<file path="src/common/fei4_rx_pkg.sv">
`default_nettype none

package fei4_rx_pkg;

    // aligned line symbol, first received bit in bit 0
    typedef logic [9:0] symbol_t;
    typedef logic [7:0] byte_t;
    typedef logic [23:0] record_t;

    // decoded K28 control bytes
    localparam byte_t K_COMMA = 8'hBC; // K28.5
    localparam byte_t K_SOF = 8'hFC;   // K28.7
    localparam byte_t K_EOF = 8'h7C;   // K28.3

    // K28.5 as seen on the line, bit a in bit 0
    localparam symbol_t COMMA_NEG = 10'b0101111100; // rd-
    localparam symbol_t COMMA_POS = 10'b1010000011; // rd+

    // commas in a row at one phase before ready
    localparam int SYNC_COMMAS = 4;

    localparam byte_t VERSION = 8'd3;

    typedef enum logic [1:0] {
        IDLE,
        BYTE0,
        BYTE1,
        BYTE2
    } frame_state_t;

endpackage

`default_nettype wire

</file>
<file path="src/logic/fei4_rx_core.sv">
`timescale 1ns/1ps
`default_nettype none

module fei4_rx_core #(
    parameter int ABUSWIDTH = 16,
    parameter logic [7:0] DATA_IDENTIFIER = 8'h00,
    parameter int FIFO_DEPTH = 16
) (
    input wire BUS_CLK,
    input wire RST,
    input wire [ABUSWIDTH-1:0] BUS_ADD,
    input wire [7:0] BUS_DATA_IN,
    input wire BUS_WR,
    input wire BUS_RD,
    output logic [7:0] BUS_DATA_OUT,
    input wire RX_DATA,
    output logic RX_READY,
    output logic RX_ENABLED,
    output logic RX_8B10B_DECODER_ERR,
    output logic RX_FIFO_OVERFLOW_ERR,
    output logic RX_FIFO_FULL,
    input wire FIFO_READ,
    output logic FIFO_EMPTY,
    output logic [31:0] FIFO_DATA
);

    localparam logic [ABUSWIDTH-1:0] ADDR_SOFT_RST = ABUSWIDTH'(0);
    localparam logic [ABUSWIDTH-1:0] ADDR_RX_RST = ABUSWIDTH'(1);
    localparam logic [ABUSWIDTH-1:0] ADDR_CONF = ABUSWIDTH'(2);
    localparam logic [ABUSWIDTH-1:0] ADDR_SIZE_LO = ABUSWIDTH'(3);
    localparam logic [ABUSWIDTH-1:0] ADDR_SIZE_HI = ABUSWIDTH'(4);
    localparam logic [ABUSWIDTH-1:0] ADDR_DEC_ERR = ABUSWIDTH'(5);
    localparam logic [ABUSWIDTH-1:0] ADDR_LOST = ABUSWIDTH'(6);

    logic soft_rst_ff;
    logic soft_rst_ff2;
    logic rx_rst_ff;
    logic rx_rst_ff2;
    logic soft_rst;   // one-cycle strobe
    logic rx_rst;     // one-cycle strobe
    logic conf_rst;
    logic logic_rst;

    logic [7:1] conf; // bit 0 reads back as ready
    fei4_rx_pkg::byte_t size_hi;
    fei4_rx_pkg::byte_t decoder_err_cnt;
    fei4_rx_pkg::byte_t lost_err_cnt;
    fei4_rx_pkg::record_t fe_data;
    logic [15:0] fifo_size;
    logic ready_rec;

    // register the write strobes, then take the rising edge
    always_ff @(posedge BUS_CLK) begin
        if (RST) begin
            soft_rst_ff <= 1'b0;
            soft_rst_ff2 <= 1'b0;
            rx_rst_ff <= 1'b0;
            rx_rst_ff2 <= 1'b0;
        end else begin
            soft_rst_ff <= BUS_WR && (BUS_ADD == ADDR_SOFT_RST);
            soft_rst_ff2 <= soft_rst_ff;
            rx_rst_ff <= BUS_WR && (BUS_ADD == ADDR_RX_RST);
            rx_rst_ff2 <= rx_rst_ff;
        end
    end

    assign soft_rst = soft_rst_ff & ~soft_rst_ff2;
    assign rx_rst = rx_rst_ff & ~rx_rst_ff2;
    assign conf_rst = RST | soft_rst;
    assign logic_rst = conf_rst | rx_rst; // receiver reset keeps the config

    always_ff @(posedge BUS_CLK) begin
        if (conf_rst)
            conf <= 7'd0; // receiver off
        else if (BUS_WR && BUS_ADD == ADDR_CONF)
            conf <= BUS_DATA_IN[7:1];
    end

    // high byte frozen when the low byte is read
    always_ff @(posedge BUS_CLK) begin
        if (BUS_RD && BUS_ADD == ADDR_SIZE_LO)
            size_hi <= fifo_size[15:8];
    end

    always_ff @(posedge BUS_CLK) begin
        if (BUS_RD) begin
            case (BUS_ADD)
                ADDR_SOFT_RST: BUS_DATA_OUT <= fei4_rx_pkg::VERSION;
                ADDR_CONF: BUS_DATA_OUT <= {conf, RX_READY};
                ADDR_SIZE_LO: BUS_DATA_OUT <= fifo_size[7:0];
                ADDR_SIZE_HI: BUS_DATA_OUT <= size_hi;
                ADDR_DEC_ERR: BUS_DATA_OUT <= decoder_err_cnt;
                ADDR_LOST: BUS_DATA_OUT <= lost_err_cnt;
                default: BUS_DATA_OUT <= 8'd0;
            endcase
        end
    end

    assign RX_ENABLED = conf[2];
    assign RX_READY = ready_rec & conf[2];
    assign RX_8B10B_DECODER_ERR = (decoder_err_cnt != 8'd0);
    assign RX_FIFO_OVERFLOW_ERR = (lost_err_cnt != 8'd0);
    assign FIFO_DATA = {DATA_IDENTIFIER, fe_data};

    receiver_logic #(
        .FIFO_DEPTH(FIFO_DEPTH)
    ) u_receiver_logic (
        .BUS_CLK(BUS_CLK),
        .reset(logic_rst),
        .rx_data(RX_DATA),
        .invert_rx_data(conf[1]),
        .enable_rx(conf[2]),
        .read(FIFO_READ),
        .data(fe_data),
        .empty(FIFO_EMPTY),
        .full(RX_FIFO_FULL),
        .rec_sync_ready(ready_rec),
        .decoder_err_cnt(decoder_err_cnt),
        .lost_err_cnt(lost_err_cnt),
        .fifo_size(fifo_size)
    );

endmodule

`default_nettype wire

</file>
<file path="src/logic/rx_fifo.sv">
`timescale 1ns/1ps
`default_nettype none

module rx_fifo #(
    parameter int FIFO_DEPTH = 16
) (
    input wire BUS_CLK,
    input wire reset,
    input wire fei4_rx_pkg::record_t wr_data,
    input wire wr,
    input wire rd,
    output fei4_rx_pkg::record_t rd_data,
    output logic empty,
    output logic full,
    output logic [15:0] count,
    output fei4_rx_pkg::byte_t lost_cnt
);

    localparam int AW = $clog2(FIFO_DEPTH);

    fei4_rx_pkg::record_t mem [FIFO_DEPTH];
    logic [AW-1:0] wr_ptr;
    logic [AW-1:0] rd_ptr;
    logic [AW:0] fill;
    logic do_wr;
    logic do_rd;

    assign empty = (fill == '0);
    assign full = (fill == (AW+1)'(FIFO_DEPTH));
    assign do_wr = wr && !full; // full drops the record
    assign do_rd = rd && !empty;

    always_ff @(posedge BUS_CLK) begin
        if (do_wr)
            mem[wr_ptr] <= wr_data;
    end

    always_ff @(posedge BUS_CLK) begin
        if (reset) begin
            wr_ptr <= '0;
            rd_ptr <= '0;
            fill <= '0;
            lost_cnt <= 8'd0;
        end else begin
            if (do_wr)
                wr_ptr <= wr_ptr + 1'b1;
            if (do_rd)
                rd_ptr <= rd_ptr + 1'b1;
            if (do_wr && !do_rd)
                fill <= fill + 1'b1;
            else if (do_rd && !do_wr)
                fill <= fill - 1'b1;
            if (wr && full && lost_cnt != 8'hFF)
                lost_cnt <= lost_cnt + 8'd1; // saturates
        end
    end

    // head word is visible without a read
    assign rd_data = mem[rd_ptr];
    assign count = 16'(fill);

endmodule

`default_nettype wire

</file>
<file path="src/receiver/dec_8b10b.sv">
`timescale 1ns/1ps
`default_nettype none

module dec_8b10b (
    input wire BUS_CLK,
    input wire reset,
    input wire fei4_rx_pkg::symbol_t sym,
    input wire sym_valid,
    output fei4_rx_pkg::byte_t dec_byte,
    output logic dec_k,
    output logic dec_err,
    output logic dec_valid
);

    logic [5:0] abcdei;
    logic [3:0] fghj;
    logic [3:0] fghj_k; // K28 tail folded onto its rd- form
    logic [4:0] edcba;
    logic [2:0] hgf;
    logic k28;
    logic err6;
    logic err4;

    always_comb begin
        abcdei = {sym[0], sym[1], sym[2], sym[3], sym[4], sym[5]};
        fghj = {sym[6], sym[7], sym[8], sym[9]};
        k28 = (abcdei == 6'b001111) || (abcdei == 6'b110000);
        fghj_k = (abcdei == 6'b110000) ? ~fghj : fghj;
        err6 = 1'b0;
        err4 = 1'b0;

        // 6b to 5b, both disparities
        case (abcdei)
            6'b100111, 6'b011000: edcba = 5'd0;
            6'b011101, 6'b100010: edcba = 5'd1;
            6'b101101, 6'b010010: edcba = 5'd2;
            6'b110001: edcba = 5'd3;
            6'b110101, 6'b001010: edcba = 5'd4;
            6'b101001: edcba = 5'd5;
            6'b011001: edcba = 5'd6;
            6'b111000, 6'b000111: edcba = 5'd7;
            6'b111001, 6'b000110: edcba = 5'd8;
            6'b100101: edcba = 5'd9;
            6'b010101: edcba = 5'd10;
            6'b110100: edcba = 5'd11;
            6'b001101: edcba = 5'd12;
            6'b101100: edcba = 5'd13;
            6'b011100: edcba = 5'd14;
            6'b010111, 6'b101000: edcba = 5'd15;
            6'b011011, 6'b100100: edcba = 5'd16;
            6'b100011: edcba = 5'd17;
            6'b010011: edcba = 5'd18;
            6'b110010: edcba = 5'd19;
            6'b001011: edcba = 5'd20;
            6'b101010: edcba = 5'd21;
            6'b011010: edcba = 5'd22;
            6'b111010, 6'b000101: edcba = 5'd23;
            6'b110011, 6'b001100: edcba = 5'd24;
            6'b100110: edcba = 5'd25;
            6'b010110: edcba = 5'd26;
            6'b110110, 6'b001001: edcba = 5'd27;
            6'b001110, 6'b001111, 6'b110000: edcba = 5'd28; // D28 and K28
            6'b101110, 6'b010001: edcba = 5'd29;
            6'b011110, 6'b100001: edcba = 5'd30;
            6'b101011, 6'b010100: edcba = 5'd31;
            default: begin
                edcba = 5'd0;
                err6 = 1'b1;
            end
        endcase

        // 4b to 3b
        if (k28) begin
            case (fghj_k)
                4'b0100: hgf = 3'd0;
                4'b1001: hgf = 3'd1;
                4'b0101: hgf = 3'd2;
                4'b0011: hgf = 3'd3;
                4'b0010: hgf = 3'd4;
                4'b1010: hgf = 3'd5;
                4'b0110: hgf = 3'd6;
                4'b1000: hgf = 3'd7;
                default: begin
                    hgf = 3'd0;
                    err4 = 1'b1;
                end
            endcase
        end else begin
            case (fghj)
                4'b1011, 4'b0100: hgf = 3'd0;
                4'b1001: hgf = 3'd1;
                4'b0101: hgf = 3'd2;
                4'b1100, 4'b0011: hgf = 3'd3;
                4'b1101, 4'b0010: hgf = 3'd4;
                4'b1010: hgf = 3'd5;
                4'b0110: hgf = 3'd6;
                4'b1110, 4'b0001, 4'b0111, 4'b1000: hgf = 3'd7; // primary and alternate
                default: begin
                    hgf = 3'd0;
                    err4 = 1'b1;
                end
            endcase
        end
    end

    always_ff @(posedge BUS_CLK) begin
        if (reset)
            dec_valid <= 1'b0;
        else
            dec_valid <= sym_valid;
    end

    always_ff @(posedge BUS_CLK) begin
        if (sym_valid) begin
            dec_byte <= {hgf, edcba};
            dec_k <= k28;
            dec_err <= err6 | err4;
        end
    end

endmodule

`default_nettype wire

</file>
<file path="src/receiver/frame_builder.sv">
`timescale 1ns/1ps
`default_nettype none

module frame_builder (
    input wire BUS_CLK,
    input wire reset,
    input wire fei4_rx_pkg::byte_t dec_byte,
    input wire dec_k,
    input wire dec_valid,
    output fei4_rx_pkg::record_t rec,
    output logic rec_valid
);

    fei4_rx_pkg::frame_state_t state;
    fei4_rx_pkg::byte_t byte0;
    fei4_rx_pkg::byte_t byte1;

    always_ff @(posedge BUS_CLK) begin
        if (reset) begin
            state <= fei4_rx_pkg::IDLE;
        end else if (dec_valid) begin
            if (dec_k) begin
                if (dec_byte == fei4_rx_pkg::K_SOF)
                    state <= fei4_rx_pkg::BYTE0;
                else if (dec_byte == fei4_rx_pkg::K_EOF)
                    state <= fei4_rx_pkg::IDLE; // partial record is dropped
            end else begin
                case (state)
                    fei4_rx_pkg::BYTE0: state <= fei4_rx_pkg::BYTE1;
                    fei4_rx_pkg::BYTE1: state <= fei4_rx_pkg::BYTE2;
                    fei4_rx_pkg::BYTE2: state <= fei4_rx_pkg::BYTE0;
                    default: state <= fei4_rx_pkg::IDLE; // data outside a frame
                endcase
            end
        end
    end

    always_ff @(posedge BUS_CLK) begin
        if (dec_valid && !dec_k) begin
            if (state == fei4_rx_pkg::BYTE0)
                byte0 <= dec_byte;
            if (state == fei4_rx_pkg::BYTE1)
                byte1 <= dec_byte;
        end
    end

    // third byte goes straight out with the two held ones
    assign rec = {byte0, byte1, dec_byte};
    assign rec_valid = dec_valid && !dec_k && (state == fei4_rx_pkg::BYTE2);

endmodule

`default_nettype wire

</file>
<file path="src/receiver/receiver_logic.sv">
`timescale 1ns/1ps
`default_nettype none

module receiver_logic #(
    parameter int FIFO_DEPTH = 16
) (
    input wire BUS_CLK,
    input wire reset,
    input wire rx_data,
    input wire invert_rx_data,
    input wire enable_rx,
    input wire read,
    output fei4_rx_pkg::record_t data,
    output logic empty,
    output logic full,
    output logic rec_sync_ready,
    output fei4_rx_pkg::byte_t decoder_err_cnt,
    output fei4_rx_pkg::byte_t lost_err_cnt,
    output logic [15:0] fifo_size
);

    fei4_rx_pkg::symbol_t sym;
    logic sym_valid;
    fei4_rx_pkg::byte_t dec_byte;
    logic dec_k;
    logic dec_err;
    logic dec_valid;
    fei4_rx_pkg::record_t rec;
    logic rec_valid;

    rx_sync u_rx_sync (
        .BUS_CLK(BUS_CLK),
        .reset(reset),
        .rx_bit(rx_data ^ invert_rx_data),
        .enable(enable_rx),
        .sym(sym),
        .sym_valid(sym_valid),
        .ready(rec_sync_ready)
    );

    dec_8b10b u_dec_8b10b (
        .BUS_CLK(BUS_CLK),
        .reset(reset),
        .sym(sym),
        .sym_valid(sym_valid),
        .dec_byte(dec_byte),
        .dec_k(dec_k),
        .dec_err(dec_err),
        .dec_valid(dec_valid)
    );

    frame_builder u_frame_builder (
        .BUS_CLK(BUS_CLK),
        .reset(reset),
        .dec_byte(dec_byte),
        .dec_k(dec_k),
        .dec_valid(dec_valid),
        .rec(rec),
        .rec_valid(rec_valid)
    );

    rx_fifo #(
        .FIFO_DEPTH(FIFO_DEPTH)
    ) u_rx_fifo (
        .BUS_CLK(BUS_CLK),
        .reset(reset),
        .wr_data(rec),
        .wr(rec_valid),
        .rd(read),
        .rd_data(data),
        .empty(empty),
        .full(full),
        .count(fifo_size),
        .lost_cnt(lost_err_cnt)
    );

    // invalid codes only, stops at 255
    always_ff @(posedge BUS_CLK) begin
        if (reset)
            decoder_err_cnt <= 8'd0;
        else if (dec_valid && dec_err && decoder_err_cnt != 8'hFF)
            decoder_err_cnt <= decoder_err_cnt + 8'd1;
    end

endmodule

`default_nettype wire

</file>
<file path="src/receiver/rx_sync.sv">
`timescale 1ns/1ps
`default_nettype none

module rx_sync (
    input wire BUS_CLK,
    input wire reset,
    input wire rx_bit,
    input wire enable,
    output fei4_rx_pkg::symbol_t sym,
    output logic sym_valid,
    output logic ready
);

    fei4_rx_pkg::symbol_t win;
    logic [3:0] bit_cnt;   // bits since the last symbol boundary
    logic [2:0] comma_cnt;
    logic comma_hit;

    // newest bit enters at the top, oldest ends up in bit 0
    always_ff @(posedge BUS_CLK) begin
        if (enable)
            win <= {rx_bit, win[9:1]};
    end

    assign comma_hit = (win == fei4_rx_pkg::COMMA_NEG) || (win == fei4_rx_pkg::COMMA_POS);

    always_ff @(posedge BUS_CLK) begin
        if (reset || !enable) begin
            bit_cnt <= 4'd0;
            comma_cnt <= 3'd0;
            ready <= 1'b0;
        end else begin
            bit_cnt <= (bit_cnt == 4'd9) ? 4'd0 : bit_cnt + 4'd1;
            if (!ready) begin
                if (comma_hit) begin
                    bit_cnt <= 4'd0; // window now sits on a boundary
                    if (comma_cnt != 3'd0 && bit_cnt == 4'd9) begin
                        comma_cnt <= comma_cnt + 3'd1;
                        if (comma_cnt == 3'(fei4_rx_pkg::SYNC_COMMAS - 1))
                            ready <= 1'b1;
                    end else begin
                        comma_cnt <= 3'd1; // first comma or a new phase
                    end
                end else if (bit_cnt == 4'd9) begin
                    comma_cnt <= 3'd0; // expected comma missing
                end
            end
        end
    end

    // once aligned, every tenth window is a full symbol
    assign sym = win;
    assign sym_valid = enable && ready && (bit_cnt == 4'd9);

endmodule

`default_nettype wire

</file>
<file path="config.mk">
export PLATFORM = sky130hd
export DESIGN_NAME = fei4_rx_core
export DESIGN_NICKNAME = d
export VERILOG_FILES = /design/src/common/fei4_rx_pkg.sv /design/src/logic/fei4_rx_core.sv /design/src/logic/rx_fifo.sv /design/src/receiver/dec_8b10b.sv /design/src/receiver/frame_builder.sv /design/src/receiver/receiver_logic.sv /design/src/receiver/rx_sync.sv
export SDC_FILE = /design/constraint.sdc
export NUM_CORES = 1
export LEC_CHECK = 0
export ABC_AREA = 1
export ABC_CLOCK_PERIOD_IN_PS = 2400
export BUFFER_PORTS_ARGS = -buffer_cell sky130_fd_sc_hd__buf_2
export CAP_MARGIN = 15
export CORE_ASPECT_RATIO = 0.9
export CORE_MARGIN = 8
export CORE_UTILIZATION = 45
export CTS_BUF_LIST = sky130_fd_sc_hd__clkbuf_2
export DETAILED_ROUTE_END_ITERATION = 10
export GPL_TIMING_DRIVEN = 0
export SYNTH_ARGS = -nofsm -noshare
export SYNTH_HDL_FRONTEND = slang
export SYNTH_SLANG_ARGS = --single-unit
</file>
<file path="constraint.sdc">
create_clock -name BUS_CLK -period 2.4 [get_ports BUS_CLK]
set_input_delay 0.12 -clock BUS_CLK [delete_from_list [all_inputs] [get_ports BUS_CLK]]
set_output_delay 0.12 -clock BUS_CLK [all_outputs]
set_load 0.005 [all_outputs]
</file>
==> results.md, run 1 <==
Timing:
- Headroom to the max-slew limit came out at between 10% and 20%.
- The routed design could run at a clock period as short as 3.03 ns.
- The least setup slack across all paths after layout is -0.630 ns.
- Between clock sinks in the finished design, the worst skew comes to 0.115 ns.
- At the pin with the least slew margin, the transition time is 1.21 ns.
- The highest clock frequency the design can meet is 0.330 GHz.
- The share of the clock period used by the worst path after layout is 126%.
- The number of failing hold endpoints at the final stage was 0.
- Setup repair after global routing could not meet its margin everywhere.
- The count of endpoints failing setup in the final report is 34.
- The max-slew violation count came to 0.

Synth:
- The number of different library cells in the post-synthesis netlist is 39.
- The average footprint of a synthesized cell is 11.9 um2.
- The share of the synthesized area in compound gates (AO/OA/AOI/OAI) is 11.1%.
- The xor-xnor portion of the synthesized cell area is 0.505%.
- Among all flip-flop cells after synthesis, the most frequent one is sky130_fd_sc_hd__edfxtp_1.
- After synthesis the cells add up to 20800 um2.
- The register bit count reported by yosys is 483.
- Counting flops with a built-in enable in the synthesized netlist gives 428.
- The biggest area contributor in the post-synthesis netlist is sky130_fd_sc_hd__edfxtp_1.
- The portion of synthesized area spent on multiplexers is 4.62%.
- The main combinational cell family by area after synthesis is compound AO/OA/AOI/OAI gates.
- The commonest cells after synthesis are 428 x sky130_fd_sc_hd__edfxtp_1, 187 x sky130_fd_sc_hd__nand2_1, 181 x sky130_fd_sc_hd__inv_1.
- After technology mapping, the gate count stands at 1747.
- For this run, the register share of the synthesized area comes to ~67%.
- Summing the areas of all fa, ha and maj instances in the mapped netlist gives 1.24% of the synthesized area.
- The number of warnings printed during yosys synthesis is 0.
- After synthesis, the cell types taking the most area are sky130_fd_sc_hd__edfxtp_1 62%, sky130_fd_sc_hd__dfxtp_1 5.3%, sky130_fd_sc_hd__mux2i_1 4.6%.
- The share of Yosys cell area claimed by the top area cell type is about three fifths.
- The post-synthesis share of cell area spent on and, or, nand and nor gates is approximately a tenth.
- The share of flip-flops with an asynchronous set or reset is 0%.
- In the post-synthesis netlist, the cell with the most instances is sky130_fd_sc_hd__edfxtp_1.

Final layout:
- The net count of the finished layout is 2115.
- The final cell count without fillers is 2764.
- The fraction of the core area covered by cells at the end of the flow is 55.8%.
- The ratio of cells with drive above 1 in the final layout is 23.4%.
- The post-synthesis to final-layout area growth is 21.9%.

Power:
- IR analysis of the VDD net gives a maximum drop of 0.298 mV.
- The static leakage is 0.00928 uW.
- Summing internal, switching and leakage power gives roughly 15000 uW.
- The power density over the cells is between 500 and 600 nW/um2.

Clocking:
- No sink is reached through more buffers than the 3 on the longest clock path.
- TritonCTS created 118 clock buffers.
- Clock-pin slew was measured on the worst setup and hold paths at 0.11 ns.
- The H-tree was split into 3 levels.
- TritonCTS built the clock tree.
- The clock insertion delay at the later pin of the skew report is roughly 1.2 ns.
- The cell at the root of the clock tree is sky130_fd_sc_hd__clkbuf_2.
- The tree built by TritonCTS fans out to 483 sinks.

GRT:
- The first global-routing pass estimated between 80 and 90 mm of wire.
- The total global-route track usage is 21.8%.
- The total global routing overflow is 0.
- The initial antenna violation count came to 2.
- The number of global-route vias before repair is 14779.
- Entering global routing, the biggest net connects 20 pins.

Floorplanning:
- Pin placement for this block handled 76 I/O pins.
- The x dimension of the die is roughly 240 um.
- The floorplan step defined a die boundary enclosing 53400 um2.
- In this run the standard cell core region covers 45500 um2.
- The floorplan has 74 rows.
- For this configuration, the core starts out at a cell density of a little under half.
- The die is 220 um tall.

Routing:
- The number of DRC markers after the initial detailed-route iteration is 1221.
- Dividing the detail-routed via count by the number of cells gives 5.39.
- The via count is 14902.
- The count of nets left with antenna violations once routing finished came out at 0.
- For this run, the detailed router's first-pass iteration total came to 5.
- The total wire length after detailed routing is between 50 and 60 mm.
- The detailed-route DRC error count is 0.
- Dividing the detail-routed wire length by the instance count gives about 22 um.

Setup path:
- STA classifies the critical path startpoint as a flip-flop.
- The endpoint of the lowest-slack register-to-register path is u_receiver_logic.u_rx_fifo.mem[14][23].
- The class of the most critical setup path is reg2out.
- The endpoint of the most critical setup path is FIFO_DATA[2].
- The critical path data required time is between 2 and 2.5 ns.
- The setup check on the worst reg-to-reg path leaves a slack of 0.10 ns.
- The depth of the worst register-to-register path is 10.
- The worst setup path is captured at an output pin.
- STA puts the critical path data arrival time at 2.91 ns.
- Along the worst path, the maximum fanout reaches 7.
- The startpoint identified for the worst register-to-register timing path is u_receiver_logic.u_dec_8b10b.dec_k.

Placed design:
- During placement, the flow inserted port buffers numbering 65.
- The final weighted congestion in routability-driven placement is around 0.87.
- The cell count after placement is 2440.
- The worst slack after detailed placement is -0.375 ns.
- Detailed placement finished with a half-perimeter wire length of 36.5 mm.

Hold path:
- The min-delay analysis places its worst path in the category in2reg.

Job:
- Max-cap violations in this run came to 0.

Run status:
- The run finished, with violations left.
- The checks that failed: setup timing.
-- critical path, cell delays in order (launching register included) --
cell and delay, ns:
sky130_fd_sc_hd__dfxtp_2 0.36, sky130_fd_sc_hd__buf_12 0.14, sky130_fd_sc_hd__buf_12 0.14, sky130_fd_sc_hd__buf_12 0.16
sky130_fd_sc_hd__buf_12 0.14, sky130_fd_sc_hd__mux2i_2 0.22, sky130_fd_sc_hd__o211ai_1 0.11, sky130_fd_sc_hd__o211ai_1 0.19
sky130_fd_sc_hd__nand2_1 0.17, sky130_fd_sc_hd__buf_2 0.16
-- power by group --
group | total, uW | switching (uW) | internal, uW
logic | 144 | 64.8 | 79.5
clock network | 5700 | 3340 | 2370
registers | 9000 | 1.19 | 9000
total | 14800 | 3400 | 11400
-- metal layers --
metal	wire length, um	track usage, %	vias up	part of all wire, %
met5	0	0	-	0
met4	2050	8.95	0	3.4
met3	4470	5.77	128	7.5
met2	28400	35.9	560	48
met1	24600	27.2	7186	41
li1	-	-	7028	-
-- final cells by class --
type,count,area [um2]
multi-input cells,1000,6060
plain buffers,86,785
clock buffers,173,866
well taps,608,761
inverters,186,722
flip-flops and latches,483,14000
repair buffers,190,1930
diodes,3,7.51
fillers,3882,20100
clock inverters,35,255
-- cell usage in the layout, fill, tap and decap left out, types with 4 or more instances in the layout --
cell	count
sky130_fd_sc_hd__buf_4	43
sky130_fd_sc_hd__a21oi_1	136
sky130_fd_sc_hd__xnor2_1	6
sky130_fd_sc_hd__buf_16	13
sky130_fd_sc_hd__nor2_2	8
sky130_fd_sc_hd__dfxtp_1	49
sky130_fd_sc_hd__nor4_1	9
sky130_fd_sc_hd__clkinv_2	5
sky130_fd_sc_hd__clkinv_1	24
sky130_fd_sc_hd__ha_1	17
sky130_fd_sc_hd__mux2i_1	91
sky130_fd_sc_hd__clkbuf_2	191
sky130_fd_sc_hd__nand4_1	27
sky130_fd_sc_hd__o211ai_1	97
sky130_fd_sc_hd__buf_2	77
sky130_fd_sc_hd__inv_1	174
sky130_fd_sc_hd__nand2_2	19
sky130_fd_sc_hd__o21ai_0	113
sky130_fd_sc_hd__nor2_4	25
sky130_fd_sc_hd__o22ai_1	5
sky130_fd_sc_hd__buf_12	27
sky130_fd_sc_hd__xor2_1	6
sky130_fd_sc_hd__bufinv_16	4
sky130_fd_sc_hd__conb_1	8
sky130_fd_sc_hd__o21ai_1	37
sky130_fd_sc_hd__nor2_1	73
sky130_fd_sc_hd__edfxtp_1	428
sky130_fd_sc_hd__nor3_1	10
sky130_fd_sc_hd__nand2_1	173
sky130_fd_sc_hd__mux2i_2	5
sky130_fd_sc_hd__buf_6	24
sky130_fd_sc_hd__inv_2	7
sky130_fd_sc_hd__dlygate4sd3_1	59
sky130_fd_sc_hd__a21oi_2	13
sky130_fd_sc_hd__nand3_2	4
sky130_fd_sc_hd__o21ai_2	4
sky130_fd_sc_hd__nand3_1	99
sky130_fd_sc_hd__clkbuf_4	6
-- sequential cells by signal, indices dropped and copies added, names as in the netlist, 2 cells and up, named ones only --
name	flops
u_receiver_logic.u_dec_8b10b.dec_byte	8
u_receiver_logic.u_rx_sync.sym	10
u_receiver_logic.u_rx_sync.comma_cnt	3
conf	7
u_receiver_logic.u_rx_fifo.lost_cnt	8
u_receiver_logic.u_frame_builder.byte1	8
u_receiver_logic.u_rx_fifo.rd_ptr	4
BUS_DATA_OUT	8
u_receiver_logic.decoder_err_cnt	8
u_receiver_logic.u_frame_builder.state	2
u_receiver_logic.u_frame_builder.byte0	8
u_receiver_logic.u_rx_fifo.wr_ptr	4
u_receiver_logic.u_rx_fifo.mem	384
u_receiver_logic.u_rx_fifo.fill	5
u_receiver_logic.u_rx_sync.bit_cnt	4
-- what timing repair did --
item | CTS | global route
hold buffers | 56 | 6
hold endpoints to repair | 53 | 5
pin swaps | 31 | 38
gates resized for setup | 135 | 117
setup buffers | 23 | 26
cloned | 5 | 2
endpoints found under the setup margin | 287 | 117
-- stage by stage --
step | hold slack, ns | TNS, ns | area, um2
after global routing | 0.0815 | -20.14 | 25400
after detailed placement | 0.361 | -40.60 | 22400
after CTS | 0.0691 | -17.26 | 24700
final | 0.186 | -14.42 | 25400
after floorplan | 0.192 | -28.30 | 20800
after global placement | 0.364 | -525.87 | 21900
-- logic make-up after synthesis --
logic type               Yosys count
AND/OR/NAND/NOR                  453
adder cells (fa/ha/maj)           20
XOR/XNOR                          12
AO/OA/AOI/OAI                    408
buffers and inverters            274
other                              1
flip-flops                       483
multiplexers                      96
-- worst min path at each step --
| stage | end | slack [ns] | cells past startpoint | start |
|---|---|---|---|---|
| floorplan | rx_rst_ff2 | 0.19 | 1 | RST |
| global placement | rx_rst_ff2 | 0.36 | 2 | RST |
| finish | BUS_DATA_OUT[4] | 0.19 | 4 | BUS_ADD[2] |
| global route | BUS_DATA_OUT[4] | 0.08 | 4 | BUS_ADD[2] |
| CTS | BUS_DATA_OUT[4] | 0.07 | 4 | BUS_ADD[2] |
| detailed placement | soft_rst_ff2 | 0.36 | 2 | RST |
(Power assumes the default switching activity.)
==> inputs of run 2 (changes only) <==
CORE_UTILIZATION = 30   (was 45)
==> run 2 against run 1 <==
  * The run still ends with setup timing left
  * Wire length rose by 1.4%
  * Total power decreased by 2.4%
  * Die area grew 46%
  * Critical endpoint is now FIFO_DATA[1]
  * Highest routed layer is now met5
==> results.md, run 2 (synthesis gave the netlist of run 1 again) <==
Run status:
- The flow ran to the end, but the final reports show violations.
- The final reports fail on setup timing.

Floorplanning:
- The placeable core region is slightly below 70000 um2.
- For this configuration, the core starts out at a cell density of about 30%.
- The x dimension of the die is just under 300 um.
- The die covers 78000 um2.
- The number of top-level design ports is 76.
- The floorplan has 91 rows.
- The vertical die dimension is 266 um.

GRT:
- In the global route stage, met2 resource usage came out at between 20% and 30%.
- The most utilized layer in the global route result is met2.
- Global routing consumed, on the met3 layer, 4.25% of the routing resources.
- The met1 capacity usage during global routing is 19.3%.
- The number of global-route vias before repair is 15006.
- Global routing finished with a remaining overflow of 0.
- The wire length of the first global-routing pass is 89.2 mm.
- Global routing used between 10% and 20% of the available tracks across all layers.
- The largest net degree at the start of global routing is 25.
- The initial antenna violation count was 2.

Setup path:
- For the worst setup path, the data arrival time is between 2 and 3 ns.
- The endpoint kind of the worst setup timing path is an output pin.
- The startpoint class of the critical path is a flip-flop.
- The critical path is of the reg2out type.
- In this run the worst path has a maximum fanout of 7.
- STA puts the critical path data required time at ~2.3 ns.

Placed design:
- In this run the tool buffered the top-level ports with 65 buffer cells.
- Detailed placement ended at an HPWL of 37.5 mm.
- The final weighted congestion in routability-driven placement is about 0.84.
- At the placement stage, the worst setup path has a slack of -0.397 ns.
- Once placement completed, the tool counted placed cells totaling about 2800.

Final layout:
- The register with the most flip-flops in the layout has 384 of them.
- The net count of the finished layout is around 2100.
- Compared with the post-synthesis result, the final layout area differs by 23.7%.
- The library cell used most frequently in the layout, excluding fill and tap cells, is sky130_fd_sc_hd__edfxtp_1.
- The final cell count without fillers is 3078.
- The ratio of cells with drive above 1 in the final layout is 23.6%.
- In the layout the commonest cells are 428 x sky130_fd_sc_hd__edfxtp_1, 187 x sky130_fd_sc_hd__clkbuf_2, 174 x sky130_fd_sc_hd__inv_1, 172 x sky130_fd_sc_hd__nand2_1, 131 x sky130_fd_sc_hd__a21oi_1.
- Counting flops per register, the top entry is u_receiver_logic.u_rx_fifo.mem.

Clocking:
- The clock passes through at most 3 buffers.
- The clock tree synthesis step divided the H-tree into 3 levels.
- In this run the clock root is driven by a sky130_fd_sc_hd__clkbuf_2.
- After clock tree synthesis, the clock-pin slew on the worst setup and hold paths is 0.11 ns.
- The clock insertion delay at the later pin of the skew report is 1.14 ns.
- Counting the buffers created by CTS gives 112.
- The CTS sink count is between 400 and 500.
- The clock tree from TritonCTS is yes.

Timing:
- The count of endpoints failing setup in the final report is 32.
- Setup repair after global routing could not meet its margin everywhere.
- The worst slew slack as a fraction of its limit is 27.4%.
- The slew at the pin closest to its max-slew limit is 1.09 ns.
- For the final database, setup skew stands at 0.132 ns.
- The least setup slack across all paths after layout is -0.507 ns.
- The number of failing hold endpoints at the final stage is 0.
- After layout, the minimum clock period comes to 2.91 ns.
- Static timing analysis puts the maximum clock frequency at 0.344 GHz.
- The max-slew violation count is 0.
- The share of the clock period used by the worst path after layout is 121%.

Routing:
- Dividing the detail-routed wire length by the instance count gives 19.6 um.
- The via count is about 15000.
- For this block, the initial DRC count from the detailed router was 1198.
- The vias per cell is 4.88.
- The number of iterations in the first detailed-routing pass is 8.
- For this run, design rule violations remaining after detail routing come to 0.
- The post-detailed-route count of antenna-violating nets is 0.
- The total wire length after detailed routing is 60.4 mm.

Power:
- The switching part of the total is 23.4%.
- The static leakage is 0.00925 uW.
- The internal portion of total power is 11100 uW.
- The switching component of the power is 3400 uW.
- The clock share of power is a little under two fifths.
- The sequential group share of total power is 62.1%.
- VDD sags by at most 0.324 mV.
- The completed layout was analyzed and its total power is 14500 uW.
- The combinational cell fraction of total power is 1.0%.
- The power density over the cells is 563 nW/um2.

Hold path:
- The type of the worst min-delay path is in2reg.

Job:
- Max-cap violations in this run came to 0.
-- run 2: cell types whose count changed in the layout (fill, tap and decap cells not counted), moves of 4 or more --
cell                       previous run  this run
sky130_fd_sc_hd__a21oi_1            136       131
sky130_fd_sc_hd__a21oi_2             13        17
sky130_fd_sc_hd__buf_16              13         9
sky130_fd_sc_hd__buf_2               77        61
sky130_fd_sc_hd__buf_4               43        48
sky130_fd_sc_hd__buf_6               24        28
sky130_fd_sc_hd__buf_8                1         7
sky130_fd_sc_hd__clkbuf_2           191       187
sky130_fd_sc_hd__dfxtp_1             49        45
sky130_fd_sc_hd__dfxtp_2              3         7
sky130_fd_sc_hd__mux2i_1             91        95
sky130_fd_sc_hd__mux2i_2              5         1
sky130_fd_sc_hd__o21ai_0            113       109
-- run 2: path summary, 6_finish.rpt --
check,start,to,depth (start not counted),slack [ns]
worst max-delay path,flip-flop,FIFO_DATA[1],10,-0.51
worst min-delay path,BUS_ADD[7],BUS_DATA_OUT[3],9,0.02
worst max register to register,u_receiver_logic.u_rx_fifo.fill[3],u_receiver_logic.u_rx_fifo.fill[4],12,0.03
worst min register to register,rx_rst_ff,rx_rst_ff2,2,0.45
-- run 2: layout make-up --
| type | count | area [um2] |
|---|---|---|
| Multi-Input combinational cell | 999 | 6070 |
| Sequential cell | 483 | 14000 |
| Antenna cell | 1 | 2.50 |
| Clock buffer | 169 | 846 |
| Tap cell | 930 | 1160 |
| Clock inverter | 36 | 198 |
| Buffer | 83 | 811 |
| Fill cell | 6644 | 42800 |
| Inverter | 186 | 722 |
| Timing Repair Buffer | 191 | 1950 |
-- run 2: power by group through the flow --
stage          registers (uW)  clock network [uW]  logic, uW
2_1_floorplan            9190                   0       41.5
3_3_place_gp             9190                   0       82.7
3_5_place_dp             9190                   0       85.1
4_1_cts                  9000                5450        132
5_1_grt                  9000                5880        156
6_report                 9000                5350        143
-- run 2: what timing repair did --
item	CTS	global route
endpoints found under the setup margin	143	101
pin swaps	52	63
cloned	4	2
gates resized for setup	193	103
endpoints found under the hold margin	49	4
setup buffers	36	12
hold buffers	57	6
-- run 2: per-layer routing --
| layer | up-vias | wire length, um |
|---|---|---|
| met2 | 622 | 28100 |
| met5 | - | 80 |
| li1 | 7006 | - |
| met1 | 7295 | 25600 |
| met3 | 93 | 5380 |
| met4 | 2 | 1200 |
-- run 2: stage by stage --
step / setup TNS, ns / utilization (%) / hold WS [ns] / area, um2
final: -12.43 / 37.5 / 0.0224 / 25700
after CTS: -16.06 / 37.0 / 0.0657 / 25300
after global placement: -503.19 / 32.6 / 0.356 / 22300
after global routing: -16.97 / 37.5 / -0.00338 / 25700
after floorplan: -28.30 / - / 0.192 / 20800
after detailed placement: -19.97 / 33.2 / 0.362 / 22800
-- run 2: critical path: stages, from the launching register on --
cell,delay (ns)
sky130_fd_sc_hd__dfxtp_4,0.43
sky130_fd_sc_hd__buf_12,0.16
sky130_fd_sc_hd__buf_12,0.15
sky130_fd_sc_hd__buf_12,0.13
sky130_fd_sc_hd__buf_4,0.13
sky130_fd_sc_hd__a21oi_2,0.05
sky130_fd_sc_hd__o21ai_1,0.08
sky130_fd_sc_hd__o21ai_1,0.09
sky130_fd_sc_hd__o211ai_1,0.21
sky130_fd_sc_hd__nand2_2,0.15
sky130_fd_sc_hd__buf_6,0.15
